## config.mk

```make
export PLATFORM = sky130hd
export DESIGN_NAME = exec_top
export DESIGN_NICKNAME = d
export VERILOG_FILES = /design/src/logic/exec_pkg.sv /design/src/logic/alu.sv /design/src/logic/mul_unit.sv /design/src/logic/div_unit.sv /design/src/logic/hilo_reg.sv /design/src/logic/exec_ctrl.sv /design/src/logic/exec_top.sv
export VERILOG_INCLUDE_DIRS = /design/src /design/src/include
export SDC_FILE = /design/constraint.sdc
export NUM_CORES = 2
export LEC_CHECK = 0
export BUFFER_PORTS_ARGS = -buffer_cell sky130_fd_sc_hd__buf_2
export CAP_MARGIN = 10
export CORE_ASPECT_RATIO = 0.8
export CORE_UTILIZATION = 45
export CTS_CLUSTER_DIAMETER = 100
export DETAILED_ROUTE_END_ITERATION = 12
export PLACE_DENSITY = 0.56
export SYNTH_ARGS = -nofsm -noshare
export SYNTH_HDL_FRONTEND = slang
export SYNTH_SLANG_ARGS = --single-unit
```

## constraint.sdc

```tcl
create_clock -name clk -period 12.75 [get_ports clk]
set_input_delay 3.825 -clock clk [delete_from_list [all_inputs] [get_ports clk]]
set_output_delay 3.825 -clock clk [all_outputs]
set_load 0.01 [all_outputs]
```

## src/include/exec_defines.svh

```systemverilog
`ifndef EXEC_DEFINES_SVH
`define EXEC_DEFINES_SVH

// datapath width, fixed by the instruction set
`define EXEC_DW 32

// shift amount field width
`define EXEC_SAW 5

// one restoring step per quotient bit
`define EXEC_DIV_ITERS 32

`endif

```

## src/logic/exec_pkg.sv

```systemverilog
`default_nettype none

`include "exec_defines.svh"

package exec_pkg;

	// operation codes seen by the execute stage
	typedef enum logic [4:0] {
		op_and,
		op_or,
		op_xor,
		op_nor,
		op_lui,
		op_sll,
		op_srl,
		op_sra,
		op_sllv,
		op_srlv,
		op_srav,
		op_add,
		op_addu,
		op_sub,
		op_subu,
		op_slt,
		op_sltu,
		op_mfhi,
		op_mflo,
		op_mthi,
		op_mtlo,
		op_mult,
		op_multu,
		op_div,
		op_divu,
		op_beq,
		op_bne,
		op_bgtz,
		op_blez,
		op_bltz,
		op_bgez
	} alu_op_e;

	typedef enum logic [2:0] {
		s_idle,
		s_alu,
		s_mul,
		s_div,
		s_resp
	} exec_state_e;

	// hi/lo write source
	typedef enum logic [2:0] {
		hs_none,
		hs_mul,
		hs_div,
		hs_hi,
		hs_lo
	} hilo_src_e;

	typedef struct packed {
		alu_op_e                op;
		logic [`EXEC_DW-1:0]    a;
		logic [`EXEC_DW-1:0]    b;
		logic [`EXEC_SAW-1:0]   sa;
	} exec_req_t;

	typedef struct packed {
		logic [`EXEC_DW-1:0]    result;
		logic                   overflow;
		logic                   taken;
	} exec_rsp_t;

	typedef struct packed {
		logic [`EXEC_DW-1:0]    hi;
		logic [`EXEC_DW-1:0]    lo;
	} hilo_t;

endpackage

`default_nettype wire

```

## src/logic/alu.sv

```systemverilog
`timescale 1ns/10ps
`default_nettype none

`include "exec_defines.svh"

module alu (
	input  exec_pkg::alu_op_e       op,
	input  logic [`EXEC_DW-1:0]     a,
	input  logic [`EXEC_DW-1:0]     b,
	input  logic [`EXEC_SAW-1:0]    sa,
	input  exec_pkg::hilo_t         hilo,
	output logic [`EXEC_DW-1:0]     result,
	output logic                    overflow,
	output logic                    taken
);
	import exec_pkg::*;

	localparam int MSB = `EXEC_DW - 1;

	logic [`EXEC_DW-1:0] sum;
	logic [`EXEC_DW-1:0] diff;
	logic [`EXEC_DW-1:0] ans;
	logic [`EXEC_SAW-1:0] var_sa;
	logic add_ovf;
	logic sub_ovf;
	logic a_zero;

	assign sum = a + b;
	assign diff = a - b;

	// variable shifts take the amount from the low bits of a
	assign var_sa = a[`EXEC_SAW-1:0];

	// same-sign inputs giving a result of the other sign
	assign add_ovf = (a[MSB] == b[MSB]) && (sum[MSB] != a[MSB]);
	assign sub_ovf = (a[MSB] != b[MSB]) && (diff[MSB] != a[MSB]);

	assign overflow = ((op == op_add) && add_ovf) || ((op == op_sub) && sub_ovf);

	// trapped arithmetic writes nothing useful
	assign result = overflow ? '0 : ans;

	assign a_zero = (a == '0);

	always_comb begin
		unique case (op)
			op_and:  ans = a & b;
			op_or:   ans = a | b;
			op_xor:  ans = a ^ b;
			op_nor:  ans = ~(a | b);
			op_lui:  ans = {b[15:0], 16'h0000};

			op_sll:  ans = b << sa;
			op_srl:  ans = b >> sa;
			op_sra:  ans = $signed(b) >>> sa;
			op_sllv: ans = b << var_sa;
			op_srlv: ans = b >> var_sa;
			op_srav: ans = $signed(b) >>> var_sa;

			op_add, op_addu: ans = sum;
			op_sub, op_subu: ans = diff;
			op_slt:  ans = {{(`EXEC_DW-1){1'b0}}, $signed(a) < $signed(b)};
			op_sltu: ans = {{(`EXEC_DW-1){1'b0}}, a < b};

			op_mfhi: ans = hilo.hi;
			op_mflo: ans = hilo.lo;
			// moves to hi/lo echo the written word
			op_mthi, op_mtlo: ans = a;

			op_beq, op_bne: ans = diff;

			default: ans = '0;
		endcase
	end

	// branch condition, b is only used by beq/bne
	always_comb begin
		unique case (op)
			op_beq:  taken = (a == b);
			op_bne:  taken = (a != b);
			op_bgtz: taken = !a[MSB] && !a_zero;
			op_blez: taken = a[MSB] || a_zero;
			op_bltz: taken = a[MSB];
			op_bgez: taken = !a[MSB];
			default: taken = 1'b0;
		endcase
	end

endmodule

`default_nettype wire

```

## src/logic/mul_unit.sv

```systemverilog
`timescale 1ns/10ps
`default_nettype none

`include "exec_defines.svh"

module mul_unit (
	input  logic                    clk,
	input  logic                    rst_n,
	input  logic                    start,
	input  logic                    signed_op,
	input  logic [`EXEC_DW-1:0]     a,
	input  logic [`EXEC_DW-1:0]     b,
	output logic                    done,
	output exec_pkg::hilo_t         product
);

	// one extra bit so a single signed multiply covers both flavours
	logic signed [`EXEC_DW:0] a_q;
	logic signed [`EXEC_DW:0] b_q;
	logic signed [2*`EXEC_DW+1:0] prod_full;
	logic stage_q;

	assign prod_full = a_q * b_q;

	always_ff @(posedge clk or negedge rst_n) begin
		if (!rst_n) begin
			stage_q <= 1'b0;
			done <= 1'b0;
		end else begin
			stage_q <= start;
			done <= stage_q;
		end
	end

	always_ff @(posedge clk) begin
		if (start) begin
			a_q <= {signed_op & a[`EXEC_DW-1], a};
			b_q <= {signed_op & b[`EXEC_DW-1], b};
		end
		// product holds until the next multiply
		if (stage_q) begin
			product <= prod_full[2*`EXEC_DW-1:0];
		end
	end

endmodule

`default_nettype wire

```

## src/logic/div_unit.sv

```systemverilog
`timescale 1ns/10ps
`default_nettype none

`include "exec_defines.svh"

module div_unit (
	input  logic                    clk,
	input  logic                    rst_n,
	input  logic                    start,
	input  logic                    signed_op,
	input  logic [`EXEC_DW-1:0]     a,
	input  logic [`EXEC_DW-1:0]     b,
	output logic                    busy,
	output logic                    done,
	output exec_pkg::hilo_t         quot_rem
);

	localparam int MSB = `EXEC_DW - 1;
	localparam int CNT_W = $clog2(`EXEC_DIV_ITERS);

	logic [`EXEC_DW-1:0] a_abs;
	logic [`EXEC_DW-1:0] b_abs;
	logic [`EXEC_DW-1:0] rem_q;
	logic [`EXEC_DW-1:0] quot_q;
	logic [`EXEC_DW-1:0] dvsr_q;
	logic quot_neg_q;
	logic rem_neg_q;
	logic [CNT_W-1:0] cnt_q;
	logic [`EXEC_DW+1:0] trial;
	logic borrow;

	assign a_abs = (signed_op && a[MSB]) ? -a : a;
	assign b_abs = (signed_op && b[MSB]) ? -b : b;

	// shift in the next dividend bit and try the subtraction
	assign trial = {1'b0, rem_q, quot_q[MSB]} - {2'b00, dvsr_q};
	assign borrow = trial[`EXEC_DW+1];

	always_ff @(posedge clk or negedge rst_n) begin
		if (!rst_n) begin
			busy <= 1'b0;
			done <= 1'b0;
			cnt_q <= '0;
		end else begin
			done <= 1'b0;
			if (start) begin
				busy <= 1'b1;
				cnt_q <= '0;
			end else if (busy) begin
				cnt_q <= cnt_q + 1'b1;
				// last step, result is valid next cycle
				if (cnt_q == CNT_W'(`EXEC_DIV_ITERS - 1)) begin
					busy <= 1'b0;
					done <= 1'b1;
				end
			end
		end
	end

	// quotient bits enter from the right as dividend bits leave
	always_ff @(posedge clk) begin
		if (start) begin
			rem_q <= '0;
			quot_q <= a_abs;
			dvsr_q <= b_abs;
			quot_neg_q <= signed_op & (a[MSB] ^ b[MSB]);
			rem_neg_q <= signed_op & a[MSB];
		end else if (busy) begin
			if (borrow) begin
				rem_q <= {rem_q[MSB-1:0], quot_q[MSB]};
			end else begin
				rem_q <= trial[MSB:0];
			end
			quot_q <= {quot_q[MSB-1:0], ~borrow};
		end
	end

	// sign fix-up, remainder follows the dividend
	assign quot_rem.hi = rem_neg_q ? -rem_q : rem_q;
	assign quot_rem.lo = quot_neg_q ? -quot_q : quot_q;

endmodule

`default_nettype wire

```

## src/logic/hilo_reg.sv

```systemverilog
`timescale 1ns/10ps
`default_nettype none

`include "exec_defines.svh"

module hilo_reg (
	input  logic                    clk,
	input  logic                    rst_n,
	input  exec_pkg::hilo_src_e     wr_src,
	input  logic [`EXEC_DW-1:0]     wr_word,
	input  exec_pkg::hilo_t         mul_val,
	input  exec_pkg::hilo_t         div_val,
	output exec_pkg::hilo_t         hilo
);
	import exec_pkg::*;

	hilo_t hilo_q;

	always_ff @(posedge clk or negedge rst_n) begin
		if (!rst_n) begin
			hilo_q <= '0;
		end else begin
			unique case (wr_src)
				hs_mul:  hilo_q <= mul_val;
				hs_div:  hilo_q <= div_val;
				// single word moves leave the other half alone
				hs_hi:   hilo_q.hi <= wr_word;
				hs_lo:   hilo_q.lo <= wr_word;
				default: hilo_q <= hilo_q;
			endcase
		end
	end

	assign hilo = hilo_q;

endmodule

`default_nettype wire

```

## src/logic/exec_ctrl.sv

```systemverilog
`timescale 1ns/10ps
`default_nettype none

`include "exec_defines.svh"

module exec_ctrl (
	input  logic                    clk,
	input  logic                    rst_n,
	input  logic                    req,
	input  exec_pkg::exec_req_t     req_data,
	output logic                    ack,
	output exec_pkg::exec_rsp_t     rsp,
	output exec_pkg::alu_op_e       alu_op,
	output logic [`EXEC_DW-1:0]     op_a,
	output logic [`EXEC_DW-1:0]     op_b,
	output logic [`EXEC_SAW-1:0]    op_sa,
	input  logic [`EXEC_DW-1:0]     alu_result,
	input  logic                    alu_overflow,
	input  logic                    alu_taken,
	output logic                    mul_start,
	output logic                    div_start,
	output logic                    md_signed,
	input  logic                    mul_done,
	input  logic                    div_done,
	output exec_pkg::hilo_src_e     wr_src,
	output logic [`EXEC_DW-1:0]     wr_word
);
	import exec_pkg::*;

	exec_state_e state_q;
	exec_req_t req_q;

	// request is captured once, when it is first seen in idle
	always_ff @(posedge clk) begin
		if (state_q == s_idle && req) begin
			req_q <= req_data;
		end
	end

	assign alu_op = req_q.op;
	assign op_a = req_q.a;
	assign op_b = req_q.b;
	assign op_sa = req_q.sa;
	assign wr_word = req_q.a;
	assign md_signed = (req_q.op == op_mult) || (req_q.op == op_div);

	always_ff @(posedge clk or negedge rst_n) begin
		if (!rst_n) begin
			state_q <= s_idle;
			ack <= 1'b0;
			rsp <= '0;
			mul_start <= 1'b0;
			div_start <= 1'b0;
			wr_src <= hs_none;
		end else begin
			// starts and hi/lo writes are single-cycle pulses
			mul_start <= 1'b0;
			div_start <= 1'b0;
			wr_src <= hs_none;

			unique case (state_q)
				s_idle: begin
					if (req) begin
						unique case (req_data.op)
							op_mult, op_multu: begin
								mul_start <= 1'b1;
								state_q <= s_mul;
							end
							op_div, op_divu: begin
								div_start <= 1'b1;
								state_q <= s_div;
							end
							default: state_q <= s_alu;
						endcase
					end
				end
				s_alu: begin
					rsp <= '{result: alu_result, overflow: alu_overflow, taken: alu_taken};
					if (req_q.op == op_mthi) begin
						wr_src <= hs_hi;
					end else if (req_q.op == op_mtlo) begin
						wr_src <= hs_lo;
					end
					state_q <= s_resp;
				end
				// multiply and divide only write hi/lo
				s_mul: begin
					if (mul_done) begin
						rsp <= '0;
						wr_src <= hs_mul;
						ack <= 1'b1;
						state_q <= s_resp;
					end
				end
				s_div: begin
					if (div_done) begin
						rsp <= '0;
						wr_src <= hs_div;
						ack <= 1'b1;
						state_q <= s_resp;
					end
				end
				s_resp: begin
					// hold the response as long as req stays high
					if (!ack) begin
						ack <= 1'b1;
					end else if (!req) begin
						ack <= 1'b0;
						state_q <= s_idle;
					end
				end
				default: state_q <= s_idle;
			endcase
		end
	end

endmodule

`default_nettype wire

```

## src/logic/exec_top.sv

```systemverilog
`timescale 1ns/10ps
`default_nettype none

`include "exec_defines.svh"

module exec_top (
	input  logic                    clk,
	input  logic                    rst_n,
	input  logic                    req,
	input  exec_pkg::exec_req_t     req_data,
	output logic                    ack,
	output exec_pkg::exec_rsp_t     rsp
);
	import exec_pkg::*;

	alu_op_e alu_op;
	logic [`EXEC_DW-1:0] op_a;
	logic [`EXEC_DW-1:0] op_b;
	logic [`EXEC_SAW-1:0] op_sa;
	logic [`EXEC_DW-1:0] alu_result;
	logic alu_overflow;
	logic alu_taken;
	logic mul_start;
	logic div_start;
	logic md_signed;
	logic mul_done;
	logic div_done;
	hilo_src_e wr_src;
	logic [`EXEC_DW-1:0] wr_word;
	hilo_t mul_val;
	hilo_t div_val;
	hilo_t hilo_val;

	exec_ctrl u_ctrl (
		.clk          (clk),
		.rst_n        (rst_n),
		.req          (req),
		.req_data     (req_data),
		.ack          (ack),
		.rsp          (rsp),
		.alu_op       (alu_op),
		.op_a         (op_a),
		.op_b         (op_b),
		.op_sa        (op_sa),
		.alu_result   (alu_result),
		.alu_overflow (alu_overflow),
		.alu_taken    (alu_taken),
		.mul_start    (mul_start),
		.div_start    (div_start),
		.md_signed    (md_signed),
		.mul_done     (mul_done),
		.div_done     (div_done),
		.wr_src       (wr_src),
		.wr_word      (wr_word)
	);

	alu u_alu (
		.op       (alu_op),
		.a        (op_a),
		.b        (op_b),
		.sa       (op_sa),
		.hilo     (hilo_val),
		.result   (alu_result),
		.overflow (alu_overflow),
		.taken    (alu_taken)
	);

	mul_unit u_mul (
		.clk       (clk),
		.rst_n     (rst_n),
		.start     (mul_start),
		.signed_op (md_signed),
		.a         (op_a),
		.b         (op_b),
		.done      (mul_done),
		.product   (mul_val)
	);

	// busy is a status output, the controller waits on done
	div_unit u_div (
		.clk       (clk),
		.rst_n     (rst_n),
		.start     (div_start),
		.signed_op (md_signed),
		.a         (op_a),
		.b         (op_b),
		.busy      (),
		.done      (div_done),
		.quot_rem  (div_val)
	);

	hilo_reg u_hilo (
		.clk     (clk),
		.rst_n   (rst_n),
		.wr_src  (wr_src),
		.wr_word (wr_word),
		.mul_val (mul_val),
		.div_val (div_val),
		.hilo    (hilo_val)
	);

endmodule

`default_nettype wire

```

==> impl_metrics.tcl <==
set metrics [dict create \
    path_max_fanout 33 \
    synth_flop_cell "edfxtp_1" \
    drv_cap 0 \
    rr_worst_depth 27 \
    synthDominantAreaCellType "fa_1" \
    worst_ep_required_time_ns 13.15 \
    floorplan.initialDensity_pct 45.42 \
    wl_per_cell_um 28.42 \
    antenna_violations_before_repair 18 \
    post_synth.cell_area_avg_um2 9.120 \
    final.period_utilization_pct 77.48 \
    tritoncts.num_buffers 46 \
    detailedRoute.firstIterationViolations 7154 \
    grt_setup_unrepaired "no" \
    final-hold-violation-count 0 \
    critPathSlowestCell "fa_1" \
    worstHoldPathType "register to register" \
    numPortBuffers 111 \
    post_synth_most_frequent_cells "inv_1, fa_1, nand2_1" \
    postSynth.asyncResetShare_pct 27.75 \
    clockRootBuffer "clkbuf_16" \
    grt_pass1_wl_mm 399.9 \
    setup_total_negative_slack_ns 0 \
    timing_worst_slew_pin_value_ns 1.251 \
    floorplan.die.height_um 353.1 \
    crit_path_end "u_mul.product[59]" \
    rd_place_congestion 1.017 \
    insertion_delay_ns 0.67 \
    startpoint_of_the_tightest_hold_check_path "u_hilo.hilo[39]" \
    postCtsSetupRepairBufs 0 \
    r2r_path_start "u_mul.b_q[0]" \
    report.final.setup_viol 0 \
    clkSlewWorstSetupHoldPaths_ns 0.07 \
    h_tree_lvl_count 2 \
    numClockSinks 418 \
    max_stage_delay_ns 0.93 \
    grt_overflow_total 0 \
    final_antenna_net_count 0 \
    synthesis.area_mm2 0.06933 \
    dieArea_mm2 0.1556 \
    synth.net_count 9153 \
    period_minus_slack_ns 9.879 \
    core_mm2 0.1526 \
    grt_start_max_net_pins 75 \
    yosysTopAreaCellShare_pct 32.57 \
    finalWirelength_mm 271.3 \
    ys_ff_latch 418 \
    post_dp_hpwl_mm 211.3 \
    area.growth.synth_to_final_pct 6.683 \
    firstDrtPassIters 9 \
    critical_path_class "register to register" \
    timing.final.max_slew_violations 0 \
    clock-skew-final_ns 0.05517 \
    fill_cells 14630 \
    most_instantiated_library_cell_after_synthesis "inv_1" \
    globalRouteTotalUtil_pct 35.03 \
    placement_rows 128 \
    outcome "finished clean" \
    netlist_top_cells_area "fa_1, edfxtp_1, inv_1" \
    clock_path_buffers 3 \
    grt_pass1_vias 57020 \
    netlist_instances 7602 \
    via_per_instance_ratio 6.053 \
    cp-end-kind "register" \
    synth_sequential_area_ratio_pct 16.81 \
    place_worst_setup_slack_ns 2.693 \
    maxSlewHeadroom_pct 16.33 \
    cts_resized 0 \
    beginning_of_the_critical_path "u_mul.b_q[0]" \
    drt_drc_violations_left 0 \
    layout_cells_sized_above_1_pct 6.934 \
    unique_cell_type_count_in_the_yosys_netlist 91 \
    r2r_slack_ns 2.87 \
    setup_ws_ns 2.871 \
    floorplan.io_pins 112 \
    ctsHoldBuffers 0 \
    die_w_um 440.8 \
    tritoncts "yes" \
    critical_path.reg2reg.endpoint "u_mul.product[59]" \
    num_vias 57790 \
    critical_path.startpoint_type "register" \
    synth-warning-count 0 \
    critPathArrivalTime_ns 10.28 \
    most_used_cell_along_the_critical_path "fa_1" \
    num-nets-final 9041 \
    synth-edff-count 270 \
    timing.fmax_mhz 101.2 \
]
-- through the flow --
stage                     util (%)  area [µm²]  std cells  hold slack, ns
after global routing         48.45       73950       9543          0.4911
after detailed placement     47.35       72270       9455          0.4704
after global placement       47.35       72270       9455          0.4605
after CTS                    48.43       73920       9541          0.4845
final                        48.46       73960       9547          0.4852
after floorplan                  -       69330       7602          0.4456
-- worst min path at each step --
stage | endpoint | slack, ns | depth (start not counted)
after floorplan | u_hilo.hilo[62] | 0.45 | 2
after global placement | u_hilo.hilo[51] | 0.46 | 2
after detailed placement | u_hilo.hilo[39] | 0.47 | 2
after CTS | u_mul.done | 0.48 | 0
after global routing | u_mul.done | 0.49 | 0
final | u_hilo.hilo[39] | 0.49 | 2
-- cell type report --
type	instances	area, µm²	area share, %
well taps	2015	2521	3.409
clock buffers	54	1211	1.638
inverters	1224	4594	6.212
diodes	4	10.01	0.01353
flip-flops and latches	418	11660	15.77
repair buffers	315	2111	2.854
clock inverters	32	437.9	0.5921
multi-input cells	5485	51410	69.51
-- metal layers --
layer  vias to the layer above  part of all wire (%)  GRT usage [%]
met5                         -                 0.026              0
met4                        12                   3.2          9.356
met3                       420                    11          8.565
met2                      3200                    41          49.06
met1                     29630                    45          53.39
li1                      24530                     -              -
-- cells by family after synthesis --
kind of cell	Yosys count	share of synthesized area, %
multiplexers	232	4.016
adder cells (fa/ha/maj)	1474	38.82
XOR/XNOR	228	2.880
buffers and inverters	1699	9.280
AND/OR/NAND/NOR	2227	15.45
flip-flops	418	16.81
AO/OA/AOI/OAI	1324	12.75
-- worst max-delay path, delay by kind of cell, from the launching register on --
family,cells,cell delay (ns)
DFF,1,0.81
AOI/OAI and AO/OA,6,1.54
adders and majority gates,9,5.00
and+or+nand+nor,5,1.03
buffers and inverters,7,1.19
-- cells in the final DEF (no fill, tap or decap), types with 76 or more instances in the layout --
cell | synthesis | final
ha_1 | 346 | 346
buf_4 | 1 | 202
a21oi_1 | 323 | 313
mux2i_1 | 178 | 178
edfxtp_1 | 270 | 270
nand2_1 | 925 | 924
o21ai_0 | 243 | 242
nor3_1 | 81 | 80
and2_1 | 547 | 547
nor2_1 | 328 | 321
nand3_1 | 76 | 76
xnor2_1 | 173 | 173
dfrtp_1 | 116 | 111
buf_2 | 27 | 111
inv_1 | 1217 | 1217
fa_1 | 1128 | 1128
Power is not shown: default switching activity piles up to over one toggle a cycle in this logic, so the estimate is an artifact.
